**config.mk**
```make
export PLATFORM = sky130hd
export DESIGN_NAME = calc_top
export DESIGN_NICKNAME = d
export VERILOG_FILES = /design/src/logic/calc_pkg.sv /design/src/logic/sm_adder.sv /design/src/logic/sm_multiplier.sv /design/src/logic/operand_regs.sv /design/src/logic/calc_fsm.sv /design/src/logic/calc_top.sv
export VERILOG_INCLUDE_DIRS = /design/src /design/src/include
export SDC_FILE = /design/constraint.sdc
export NUM_CORES = 1
export LEC_CHECK = 0
export BUFFER_PORTS_ARGS = -buffer_cell sky130_fd_sc_hd__buf_2
export CAP_MARGIN = 20
export CELL_PAD_IN_SITES_DETAIL_PLACEMENT = 1
export CELL_PAD_IN_SITES_GLOBAL_PLACEMENT = 1
export CORE_MARGIN = 2
export CORE_UTILIZATION = 25
export DETAILED_ROUTE_END_ITERATION = 8
export PLACE_DENSITY = 0.5
export SYNTH_ARGS = -nofsm -noshare
export SYNTH_HDL_FRONTEND = slang
export SYNTH_SLANG_ARGS = --single-unit
```
**constraint.sdc**
```tcl
create_clock -name clk -period 6.1 [get_ports clk]
set_input_delay 0 -clock clk [delete_from_list [all_inputs] [get_ports clk]]
set_output_delay 0 -clock clk [all_outputs]
set_load 0.005 [all_outputs]
```
**src/include/calc_params.svh**
```systemverilog
// Sizes assume a 1-bit sign over a 15-bit magnitude; CALC_MULT_STEPS must equal CALC_MAG_WIDTH
`ifndef CALC_PARAMS_SVH
`define CALC_PARAMS_SVH

// Full operand and result width, sign included
`define CALC_WIDTH 16

// Magnitude bits below the sign
`define CALC_MAG_WIDTH 15

// One BCD keypad digit
`define CALC_DIGIT_WIDTH 4

// Decimal shift applied per entered digit
`define CALC_ENTRY_SCALE 10

// One shift-and-add step per magnitude bit
`define CALC_MULT_STEPS 15

`endif

```
**src/logic/calc_pkg.sv**
```systemverilog
// Opcode values must match the external input controller; key fields are one-cycle strobes
`include "calc_params.svh"

package calc_pkg;

    typedef enum logic [2:0] {
        OP_NONE = 3'd0,
        OP_NEG  = 3'd1,
        OP_ADD  = 3'd2,
        OP_SUB  = 3'd3,
        OP_MUL  = 3'd4
    } opcode_t;

    typedef enum logic [3:0] {
        WAIT_OP1,
        SHIFT_OP1,
        ADD_DIGIT_OP1,
        WAIT_OP2,
        SHIFT_OP2,
        ADD_DIGIT_OP2,
        SEND_COMPUTE,
        WAIT_COMPUTE,
        SHOW_ADDSUB,
        SHOW_MULT
    } state_t;

    // Multiplier feeds either the operand times ten or A times B
    typedef enum logic {
        MSRC_ENTRY,
        MSRC_COMPUTE
    } mult_src_t;

    typedef struct packed {
        logic [`CALC_DIGIT_WIDTH-1:0] digit;
        logic                         digit_valid;
        opcode_t                      op;
        logic                         equal;
    } key_event_t;

endpackage

```
**src/logic/sm_adder.sv**
```systemverilog
// Result holds until the next start; magnitudes wrap modulo 2^15 and zero is always positive
`timescale 1ns/1ps
`include "calc_params.svh"

module sm_adder (
    input  logic                   clk,
    input  logic                   nRST,
    input  logic                   start,
    input  logic                   sub,
    input  logic [`CALC_WIDTH-1:0] a,
    input  logic [`CALC_WIDTH-1:0] b,
    output logic [`CALC_WIDTH-1:0] result,
    output logic                   finish
);

    logic                       a_sign;
    logic                       b_sign;
    logic [`CALC_MAG_WIDTH-1:0] a_mag;
    logic [`CALC_MAG_WIDTH-1:0] b_mag;
    logic [`CALC_MAG_WIDTH-1:0] res_mag;
    logic                       res_sign;

    assign a_sign = a[`CALC_WIDTH-1];
    // Subtraction is addition of the negated b
    assign b_sign = b[`CALC_WIDTH-1] ^ sub;
    assign a_mag  = a[`CALC_MAG_WIDTH-1:0];
    assign b_mag  = b[`CALC_MAG_WIDTH-1:0];

    always_comb begin
        if (a_sign == b_sign) begin
            res_mag  = a_mag + b_mag;
            res_sign = a_sign;
        end else if (a_mag >= b_mag) begin
            res_mag  = a_mag - b_mag;
            res_sign = a_sign;
        end else begin
            res_mag  = b_mag - a_mag;
            res_sign = b_sign;
        end
    end

    always_ff @(posedge clk or negedge nRST) begin
        if (!nRST) begin
            finish <= 1'b0;
        end else begin
            finish <= start;
        end
    end

    // Plus sign on a zero magnitude
    always_ff @(posedge clk) begin
        if (start) begin
            result <= {res_sign & (|res_mag), res_mag};
        end
    end

endmodule

```
**src/logic/sm_multiplier.sv**
```systemverilog
// Product keeps only the low 15 magnitude bits; a start while busy is dropped, result valid at finish
`timescale 1ns/1ps
`include "calc_params.svh"

module sm_multiplier (
    input  logic                   clk,
    input  logic                   nRST,
    input  logic                   start,
    input  logic [`CALC_WIDTH-1:0] a,
    input  logic [`CALC_WIDTH-1:0] b,
    output logic [`CALC_WIDTH-1:0] result,
    output logic                   finish
);

    logic                                busy;
    logic [$clog2(`CALC_MULT_STEPS)-1:0] step;
    logic                                last_step;
    logic [`CALC_MAG_WIDTH-1:0]          acc;
    logic [`CALC_MAG_WIDTH-1:0]          acc_next;
    logic [`CALC_MAG_WIDTH-1:0]          mcand;
    logic [`CALC_MAG_WIDTH-1:0]          mplier;
    logic                                sign_r;

    // Add the shifted multiplicand when the current multiplier bit is set
    assign acc_next  = mplier[0] ? acc + mcand : acc;
    assign last_step = (step == `CALC_MULT_STEPS - 1);

    // Step counter and handshake
    always_ff @(posedge clk or negedge nRST) begin
        if (!nRST) begin
            busy   <= 1'b0;
            step   <= '0;
            finish <= 1'b0;
        end else begin
            finish <= 1'b0;
            if (busy) begin
                step <= step + 1'b1;
                if (last_step) begin
                    busy   <= 1'b0;
                    finish <= 1'b1;
                end
            end else if (start) begin
                busy <= 1'b1;
                step <= '0;
            end
        end
    end

    // Shift-and-add datapath that drops bits above the magnitude
    always_ff @(posedge clk) begin
        if (start && !busy) begin
            acc    <= '0;
            mcand  <= a[`CALC_MAG_WIDTH-1:0];
            mplier <= b[`CALC_MAG_WIDTH-1:0];
            sign_r <= a[`CALC_WIDTH-1] ^ b[`CALC_WIDTH-1];
        end else if (busy) begin
            acc    <= acc_next;
            mcand  <= mcand << 1;
            mplier <= mplier >> 1;
        end
    end

    // Zero product is always positive
    assign result = {sign_r & (|acc), acc};

endmodule

```
**src/logic/operand_regs.sv**
```systemverilog
// Only one control strobe per cycle is expected; clear wins, and the entry product keeps the sign
`timescale 1ns/1ps
`include "calc_params.svh"

module operand_regs (
    input  logic                         clk,
    input  logic                         nRST,
    input  logic [`CALC_DIGIT_WIDTH-1:0] digit,
    input  logic                         sel_b,
    input  logic                         latch_digit,
    input  logic                         toggle_sign,
    input  logic                         load_product,
    input  logic                         add_digit,
    input  logic                         clear_operands,
    input  calc_pkg::mult_src_t          mult_src,
    input  logic [`CALC_WIDTH-1:0]       mult_result,
    output logic [`CALC_WIDTH-1:0]       operand_a,
    output logic [`CALC_WIDTH-1:0]       operand_b,
    output logic [`CALC_WIDTH-1:0]       mult_a,
    output logic [`CALC_WIDTH-1:0]       mult_b
);

    logic [`CALC_DIGIT_WIDTH-1:0] digit_r;
    logic [`CALC_WIDTH-1:0]       target;
    logic [`CALC_WIDTH-1:0]       target_next;
    logic                         target_we;

    assign target    = sel_b ? operand_b : operand_a;
    assign target_we = toggle_sign | load_product | add_digit;

    always_comb begin
        target_next = target;
        if (toggle_sign) begin
            target_next[`CALC_WIDTH-1] = ~target[`CALC_WIDTH-1];
        end else if (load_product) begin
            // Only the magnitude comes from the product
            target_next[`CALC_MAG_WIDTH-1:0] = mult_result[`CALC_MAG_WIDTH-1:0];
        end else if (add_digit) begin
            target_next[`CALC_MAG_WIDTH-1:0] = target[`CALC_MAG_WIDTH-1:0]
                + {{(`CALC_MAG_WIDTH-`CALC_DIGIT_WIDTH){1'b0}}, digit_r};
        end
    end

    always_ff @(posedge clk) begin
        if (latch_digit) begin
            digit_r <= digit;
        end
    end

    always_ff @(posedge clk or negedge nRST) begin
        if (!nRST) begin
            operand_a <= '0;
            operand_b <= '0;
        end else if (clear_operands) begin
            operand_a <= '0;
            operand_b <= '0;
        end else if (target_we) begin
            if (sel_b) begin
                operand_b <= target_next;
            end else begin
                operand_a <= target_next;
            end
        end
    end

    // Entry shifts the target by ten, compute multiplies A by B
    always_comb begin
        if (mult_src == calc_pkg::MSRC_COMPUTE) begin
            mult_a = operand_a;
            mult_b = operand_b;
        end else begin
            mult_a = target;
            mult_b = `CALC_ENTRY_SCALE;
        end
    end

endmodule

```
**src/logic/calc_fsm.sv**
```systemverilog
// Keys outside WAIT states are dropped, operators after the first are ignored, no result chaining
`timescale 1ns/1ps
`include "calc_params.svh"

module calc_fsm (
    input  logic                   clk,
    input  logic                   nRST,
    input  calc_pkg::key_event_t   key,
    input  logic                   add_finish,
    input  logic                   mult_finish,
    input  logic [`CALC_WIDTH-1:0] add_result,
    input  logic [`CALC_WIDTH-1:0] mult_result,
    output logic                   key_read,
    output logic                   sel_b,
    output logic                   latch_digit,
    output logic                   toggle_sign,
    output logic                   load_product,
    output logic                   add_digit,
    output logic                   clear_operands,
    output calc_pkg::mult_src_t    mult_src,
    output logic                   start_add,
    output logic                   sub,
    output logic                   start_mult,
    output logic                   complete,
    output logic [`CALC_WIDTH-1:0] display
);

    calc_pkg::state_t  state;
    calc_pkg::state_t  next_state;
    calc_pkg::opcode_t op_r;
    logic              in_wait;
    logic              take_digit;
    logic              take_neg;
    logic              take_arith;
    logic              show;

    assign in_wait    = (state == calc_pkg::WAIT_OP1) || (state == calc_pkg::WAIT_OP2);
    assign take_digit = in_wait && key.digit_valid;
    assign take_neg   = in_wait && (key.op == calc_pkg::OP_NEG);
    assign take_arith = (state == calc_pkg::WAIT_OP1)
        && (key.op inside {calc_pkg::OP_ADD, calc_pkg::OP_SUB, calc_pkg::OP_MUL});
    assign show       = (state == calc_pkg::SHOW_ADDSUB) || (state == calc_pkg::SHOW_MULT);

    // Operand register controls
    assign sel_b = state inside {calc_pkg::WAIT_OP2, calc_pkg::SHIFT_OP2,
                                 calc_pkg::ADD_DIGIT_OP2};
    assign latch_digit    = take_digit;
    assign toggle_sign    = take_neg;
    assign load_product   = mult_finish
        && ((state == calc_pkg::SHIFT_OP1) || (state == calc_pkg::SHIFT_OP2));
    assign add_digit      = (state == calc_pkg::ADD_DIGIT_OP1)
        || (state == calc_pkg::ADD_DIGIT_OP2);
    assign clear_operands = show;
    assign mult_src = (state inside {calc_pkg::SEND_COMPUTE, calc_pkg::WAIT_COMPUTE,
                                     calc_pkg::SHOW_MULT})
        ? calc_pkg::MSRC_COMPUTE : calc_pkg::MSRC_ENTRY;
    assign sub = (op_r == calc_pkg::OP_SUB);

    always_comb begin
        next_state = state;
        case (state)
            calc_pkg::WAIT_OP1: begin
                if (key.digit_valid) begin
                    next_state = calc_pkg::SHIFT_OP1;
                end else if (take_arith) begin
                    next_state = calc_pkg::WAIT_OP2;
                end else if (key.equal) begin
                    next_state = calc_pkg::SEND_COMPUTE;
                end
            end
            calc_pkg::WAIT_OP2: begin
                if (key.digit_valid) begin
                    next_state = calc_pkg::SHIFT_OP2;
                end else if (key.equal) begin
                    next_state = calc_pkg::SEND_COMPUTE;
                end
            end
            calc_pkg::SHIFT_OP1: begin
                if (mult_finish) begin
                    next_state = calc_pkg::ADD_DIGIT_OP1;
                end
            end
            calc_pkg::SHIFT_OP2: begin
                if (mult_finish) begin
                    next_state = calc_pkg::ADD_DIGIT_OP2;
                end
            end
            calc_pkg::ADD_DIGIT_OP1: next_state = calc_pkg::WAIT_OP1;
            calc_pkg::ADD_DIGIT_OP2: next_state = calc_pkg::WAIT_OP2;
            calc_pkg::SEND_COMPUTE: begin
                // Equal without an operator gives no result
                if (op_r == calc_pkg::OP_NONE) begin
                    next_state = calc_pkg::WAIT_OP1;
                end else begin
                    next_state = calc_pkg::WAIT_COMPUTE;
                end
            end
            calc_pkg::WAIT_COMPUTE: begin
                if (add_finish) begin
                    next_state = calc_pkg::SHOW_ADDSUB;
                end else if (mult_finish) begin
                    next_state = calc_pkg::SHOW_MULT;
                end
            end
            default: next_state = calc_pkg::WAIT_OP1;
        endcase
    end

    always_ff @(posedge clk or negedge nRST) begin
        if (!nRST) begin
            state      <= calc_pkg::WAIT_OP1;
            op_r       <= calc_pkg::OP_NONE;
            key_read   <= 1'b0;
            start_add  <= 1'b0;
            start_mult <= 1'b0;
            complete   <= 1'b0;
            display    <= '0;
        end else begin
            state      <= next_state;
            key_read   <= take_digit || take_neg;
            start_add  <= (state == calc_pkg::SEND_COMPUTE)
                && ((op_r == calc_pkg::OP_ADD) || (op_r == calc_pkg::OP_SUB));
            // Entry shift and the compute multiply share the one multiplier
            start_mult <= take_digit
                || ((state == calc_pkg::SEND_COMPUTE) && (op_r == calc_pkg::OP_MUL));
            complete   <= show;
            if (take_arith) begin
                op_r <= key.op;
            end else if (show) begin
                op_r <= calc_pkg::OP_NONE;
            end
            if (state == calc_pkg::SHOW_ADDSUB) begin
                display <= add_result;
            end else if (state == calc_pkg::SHOW_MULT) begin
                display <= mult_result;
            end
        end
    end

endmodule

```
**src/logic/calc_top.sv**
```systemverilog
// Expects one-cycle key strobes from an external debounced controller; no back-pressure
`timescale 1ns/1ps
`include "calc_params.svh"

module calc_top (
    input  logic                   clk,
    input  logic                   nRST,
    input  calc_pkg::key_event_t   key,
    output logic                   key_read,
    output logic                   complete,
    output logic [`CALC_WIDTH-1:0] display
);

    logic                   sel_b;
    logic                   latch_digit;
    logic                   toggle_sign;
    logic                   load_product;
    logic                   add_digit;
    logic                   clear_operands;
    calc_pkg::mult_src_t    mult_src;
    logic                   start_add;
    logic                   sub;
    logic                   start_mult;
    logic                   add_finish;
    logic                   mult_finish;
    logic [`CALC_WIDTH-1:0] add_result;
    logic [`CALC_WIDTH-1:0] mult_result;
    logic [`CALC_WIDTH-1:0] operand_a;
    logic [`CALC_WIDTH-1:0] operand_b;
    logic [`CALC_WIDTH-1:0] mult_a;
    logic [`CALC_WIDTH-1:0] mult_b;

    calc_fsm fsm_i (
        .clk            (clk),
        .nRST           (nRST),
        .key            (key),
        .add_finish     (add_finish),
        .mult_finish    (mult_finish),
        .add_result     (add_result),
        .mult_result    (mult_result),
        .key_read       (key_read),
        .sel_b          (sel_b),
        .latch_digit    (latch_digit),
        .toggle_sign    (toggle_sign),
        .load_product   (load_product),
        .add_digit      (add_digit),
        .clear_operands (clear_operands),
        .mult_src       (mult_src),
        .start_add      (start_add),
        .sub            (sub),
        .start_mult     (start_mult),
        .complete       (complete),
        .display        (display)
    );

    operand_regs operands_i (
        .clk            (clk),
        .nRST           (nRST),
        .digit          (key.digit),
        .sel_b          (sel_b),
        .latch_digit    (latch_digit),
        .toggle_sign    (toggle_sign),
        .load_product   (load_product),
        .add_digit      (add_digit),
        .clear_operands (clear_operands),
        .mult_src       (mult_src),
        .mult_result    (mult_result),
        .operand_a      (operand_a),
        .operand_b      (operand_b),
        .mult_a         (mult_a),
        .mult_b         (mult_b)
    );

    sm_adder adder_i (
        .clk    (clk),
        .nRST   (nRST),
        .start  (start_add),
        .sub    (sub),
        .a      (operand_a),
        .b      (operand_b),
        .result (add_result),
        .finish (add_finish)
    );

    sm_multiplier mult_i (
        .clk    (clk),
        .nRST   (nRST),
        .start  (start_mult),
        .a      (mult_a),
        .b      (mult_b),
        .result (mult_result),
        .finish (mult_finish)
    );

endmodule

```
==> impl_metrics.xml <==
<?xml version="1.0" encoding="UTF-8"?>
<metrics>
  <group name="synth">
    <metric name="synthFlopType" unit="">dfrtp_1</metric>
    <metric name="xor_and_xnor_fraction_of_the_mapped_netlist_area" unit="">0.0260</metric>
    <metric name="synth-compound-area-share" unit="">0.201</metric>
    <metric name="syn_area_per_cell" unit="sq um">8.90</metric>
    <metric name="synth_top_family_by_area" unit="">compound AO/OA/AOI/OAI gates</metric>
    <metric name="synth_cells" unit="">1024</metric>
    <metric name="synth_area" unit="sq um">9110</metric>
    <metric name="synth-edff-count" unit="">51</metric>
    <metric name="sequential_cell_area_fraction_in_the_yosys_report" unit="">0.382</metric>
    <metric name="ys_seq_elements" unit="">132</metric>
    <metric name="synth.net_count" unit="">1104</metric>
    <metric name="portion_of_netlist_area_occupied_by_mux_cells" unit="">0.0522</metric>
    <metric name="synthAdderAreaFrac" unit="">0.0989</metric>
    <metric name="synthSimpleGateAreaFrac" unit="">0.185</metric>
    <metric name="yosys.cell_types.count" unit="">77</metric>
    <metric name="yosys_warnings" unit="">0</metric>
    <metric name="ys_async_sr_fraction" unit="">0.500</metric>
  </group>
  <group name="placement">
    <metric name="post-place-ws" unit="ns">1.12</metric>
    <metric name="globalplace.congestion" unit="">0.808</metric>
    <metric name="detailed_place_hpwl" unit="microns">22800</metric>
    <metric name="io_buffer_count" unit="">28</metric>
    <metric name="place_area" unit="sq um">9680</metric>
  </group>
  <group name="detailed_routing">
    <metric name="starting_drt_drc_count" unit="">428</metric>
    <metric name="post-route-drc-count" unit="">0</metric>
    <metric name="wl" unit="microns">30600</metric>
    <metric name="num_vias" unit="">7752</metric>
    <metric name="post_drt_wl_per_cell" unit="microns">20.3</metric>
    <metric name="antenna_violating_nets_left" unit="">0</metric>
    <metric name="firstDrtPassIters" unit="">5</metric>
    <metric name="detail_route.vias_per_cell" unit="">5.14</metric>
  </group>
  <group name="floorplan">
    <metric name="floorplan.die.height" unit="microns">195</metric>
    <metric name="floorplan.initialDensity" unit="">0.255</metric>
    <metric name="floorplan.core_area" unit="sq um">35700</metric>
    <metric name="row_count" unit="">69</metric>
    <metric name="die_w" unit="microns">195</metric>
    <metric name="num_io_pins" unit="">29</metric>
    <metric name="dieArea" unit="sq um">38000</metric>
  </group>
  <group name="cts">
    <metric name="clock-sinks" unit="">132</metric>
    <metric name="number_of_levels_in_the_clock_h_tree" unit="">4</metric>
    <metric name="cts.repair_timing.setup_buffer_count" unit="">0</metric>
    <metric name="clock_latency_late_sink" unit="ns">0.43</metric>
    <metric name="cts_root_buf" unit="">clkbuf_16</metric>
    <metric name="cts_made_buffers" unit="">17</metric>
    <metric name="tritoncts" unit="">done</metric>
    <metric name="clkSlewWorstSetupHoldPaths" unit="ns">0.06</metric>
    <metric name="cts-root-to-sink-buffers" unit="">2</metric>
  </group>
  <group name="global_route">
    <metric name="grt_antenna_before_repair" unit="">0</metric>
    <metric name="grt_pass1_vias" unit="">7990</metric>
    <metric name="wire_length_of_the_first_global_routing_pass" unit="microns">48800</metric>
    <metric name="globalRouteTotalUtil" unit="">0.166</metric>
    <metric name="maximum_number_of_pins_on_one_net_before_global_route_repair" unit="">67</metric>
    <metric name="gr_ovfl_total" unit="">0</metric>
  </group>
  <group name="flow_run">
    <metric name="cap_viol_max_count" unit="">0</metric>
  </group>
  <group name="worst_setup_path">
    <metric name="timing.critical_path.to_type" unit="">flop</metric>
    <metric name="timing.critical_path.slowest_stage_cell" unit="">nor2_2</metric>
    <metric name="cp_data_arrival_time" unit="ns">5.30</metric>
    <metric name="critPathLaunchType" unit="">flop</metric>
    <metric name="timing.critical_path.cells" unit="">nor2b_1 -&gt; mux2i_1 -&gt; nor2_2 -&gt; inv_1 -&gt; a21oi_1 -&gt; inv_1 -&gt; ha_1 -&gt; a21oi_1 -&gt; a21oi_1 -&gt; nand2b_1 -&gt; nor3_1 -&gt; a311oi_1 -&gt; a211oi_1 -&gt; a211oi_1</metric>
    <metric name="regToRegSetupSlack" unit="ns">1.07</metric>
    <metric name="timing.critical_path.fanout_max" unit="">18</metric>
    <metric name="most_repeated_library_cell_on_the_critical_path" unit="">a21oi_1</metric>
    <metric name="rr_worst_depth" unit="">14</metric>
    <metric name="worst-setup-path-type" unit="">reg2reg</metric>
    <metric name="cp.required" unit="ns">6.37</metric>
    <metric name="crit_path_max_incr_delay" unit="ns">0.80</metric>
  </group>
  <group name="cells_and_area">
    <metric name="fillers" unit="">4181</metric>
    <metric name="multi_input_area" unit="sq um">5140</metric>
    <metric name="antenna_cells_inserted" unit="">0</metric>
    <metric name="syn2layout_area_growth" unit="%">13.6</metric>
    <metric name="seq_area" unit="sq um">3480</metric>
    <metric name="post-route-cell-area" unit="sq um">10300</metric>
    <metric name="nets" unit="">1115</metric>
    <metric name="post_route_cells_drive_above_1_share" unit="">0.0926</metric>
  </group>
  <group name="hold_path">
    <metric name="hold_path_class" unit="">in2reg</metric>
    <metric name="whs_path_depth" unit="">5</metric>
  </group>
  <group name="timing">
    <metric name="share_of_the_cycle_needed_by_the_critical_path_after_routing" unit="">0.825</metric>
    <metric name="worstMarginPinSlew" unit="ns">1.03</metric>
    <metric name="count_of_final_setup_violators" unit="">0</metric>
    <metric name="total_negative_setup_slacks" unit="ns">0</metric>
    <metric name="finalWorstPathRequiredPeriod" unit="ns">5.03</metric>
    <metric name="final_max_slew_viol_count" unit="">0</metric>
    <metric name="fmaxAchievable" unit="GHz">0.199</metric>
    <metric name="rsz0062_at_grt" unit="">no</metric>
    <metric name="max-slew-margin-rel" unit="">0.315</metric>
    <metric name="final_hold_violations" unit="">0</metric>
    <metric name="setup_ws" unit="ns">1.07</metric>
    <metric name="fin_worst_skew" unit="ns">0.0118</metric>
  </group>
  <group name="run_status">
    <metric name="status" unit="">completed</metric>
  </group>
</metrics>
==> worst max-delay path: cells and delay by family (launching register included) <==
kind,cells,cell delay (ns)
AO/OA/AOI/OAI,6,1.30
adder cells (fa/ha/maj),1,0.32
buffers and inverters,2,0.50
flip-flops,1,0.56
multiplexers,1,0.15
AND/OR/NAND/NOR,4,2.01
==> flip-flops by register name (all words and copies together) (netlist names), 3 cells and up <==
signal / flops
adder_i.result: 16
fsm_i.display: 16
fsm_i.op_r: 3
fsm_i.state: 4
mult_i.acc: 15
mult_i.mcand: 15
mult_i.mplier: 15
mult_i.step: 4
operands_i.digit_r: 4
operands_i.operand_a: 16
operands_i.operand_b: 16
==> final timing paths <==
path,from,endpoint
setup reg to reg,fsm_i.state[2],operands_i.operand_b[14]
min in group asynchronous,nRST,fsm_i.op_r[0]
hold reg to reg,adder_i.finish,fsm_i.state[1]
setup / recovery,fsm_i.state[2],operands_i.operand_b[14]
max in group asynchronous,nRST,fsm_i.display[12]
hold / removal,key[0],fsm_i.state[1]
==> layout make-up <==
cell class / count / share of cell area
Clock inverter: 2 / 0.00109
Sequential cell: 132 / 0.337
Inverter: 70 / 0.0254
Clock buffer: 30 / 0.0548
Multi-Input combinational cell: 767 / 0.497
Tap cell: 461 / 0.0557
Timing Repair Buffer: 47 / 0.0297
==> kinds of logic (layout without fill, tap and decap cells) <==
logic type | after synthesis | in the layout
fa+ha+maj | 69 | 69
simple gates | 344 | 344
xor+xnor | 27 | 27
compound gates | 281 | 281
flops | 132 | 132
buf+inv | 125 | 149
mux | 46 | 46
==> routing by layer <==
| layer | part of all wire | global-route usage | vias to the layer above | routed length, microns |
|---|---|---|---|---|
| li1 | - | - | 3742 | - |
| met1 | 0.51 | 0.237 | 3917 | 15700 |
| met2 | 0.46 | 0.266 | 73 | 14200 |
| met3 | 0.014 | 0.0208 | 20 | 423 |
| met4 | 0.0092 | 0.0353 | 0 | 283 |
| met5 | 0 | 0 | - | 0 |
==> cells in the mapped netlist (6+ instances only) <==
cell type	instances	area, sq um
a211o_1	8	70.1
mux2_2	12	135
nor2b_1	14	87.6
inv_1	69	259
xor2_1	13	114
xnor2_1	14	123
o221ai_1	7	61.3
a22o_1	16	140
a21o_1	8	60.1
a21oi_1	69	345
o21bai_1	6	45.0
ha_1	64	801
a31oi_1	13	81.3
edfxtp_1	51	1530
nand2_1	104	390
or3_1	8	50.1
dfrtp_1	66	1650
nand4_1	10	62.6
buf_2	9	45.0
clkbuf_1	36	135
nor3_1	30	150
nand3_1	28	140
mux2i_1	34	340
dfxtp_1	15	300
o211ai_1	13	97.6
a211oi_1	12	90.1
nor2_1	79	297
o21ai_0	79	395
buf_1	7	26.3
nand2b_1	8	50.1
nor4_1	9	56.3
and3_1	12	75.1
or4_1	7	52.6
==> layout by cell type (no fill, tap or decap), types with 6 or more instances in the layout <==
cell / Yosys / routed
a211o_1: 8 / 8
a211oi_1: 12 / 12
a21o_1: 8 / 8
a21oi_1: 69 / 68
a22o_1: 16 / 16
a31oi_1: 13 / 13
and3_1: 12 / 12
buf_2: 9 / 27
buf_4: 1 / 11
clkbuf_1: 36 / 6
clkbuf_16: 0 / 19
dfrtp_1: 66 / 66
dfxtp_1: 15 / 15
dlygate4sd3_1: 0 / 9
edfxtp_1: 51 / 51
ha_1: 64 / 64
inv_1: 69 / 69
mux2_2: 12 / 12
mux2i_1: 34 / 34
nand2_1: 104 / 104
nand2b_1: 8 / 8
nand3_1: 28 / 28
nand4_1: 10 / 10
nor2_1: 79 / 79
nor2b_1: 14 / 14
nor3_1: 30 / 30
nor4_1: 9 / 9
o211ai_1: 13 / 13
o21ai_0: 79 / 79
o21bai_1: 6 / 6
o221ai_1: 7 / 7
or3_1: 8 / 8
or4_1: 7 / 7
xnor2_1: 14 / 13
xor2_1: 13 / 13
==> stage by stage <==
| stage | cells | utilization | hold slack (ns) |
|---|---|---|---|
| 3_5_place_dp | 1468 | 0.271 | 0.181 |
| 6_report | 1509 | 0.290 | 0.102 |
| 5_1_grt | 1509 | 0.290 | 0.156 |
| 3_3_place_gp | 1468 | 0.271 | 0.179 |
| 4_1_cts | 1509 | 0.290 | 0.0851 |
| 2_1_floorplan | 1024 | - | -0.296 |
==> what timing repair did <==
| item | in CTS | in global routing |
|---|---|---|
| endpoints found under the hold margin | 76 | 0 |
| resized for setup | 0 | 0 |
| hold buffers | 9 | 0 |
Power is left out: the tool's default activity adds up to more than one toggle a clock period on the data nets, which glitch-free logic cannot reach.
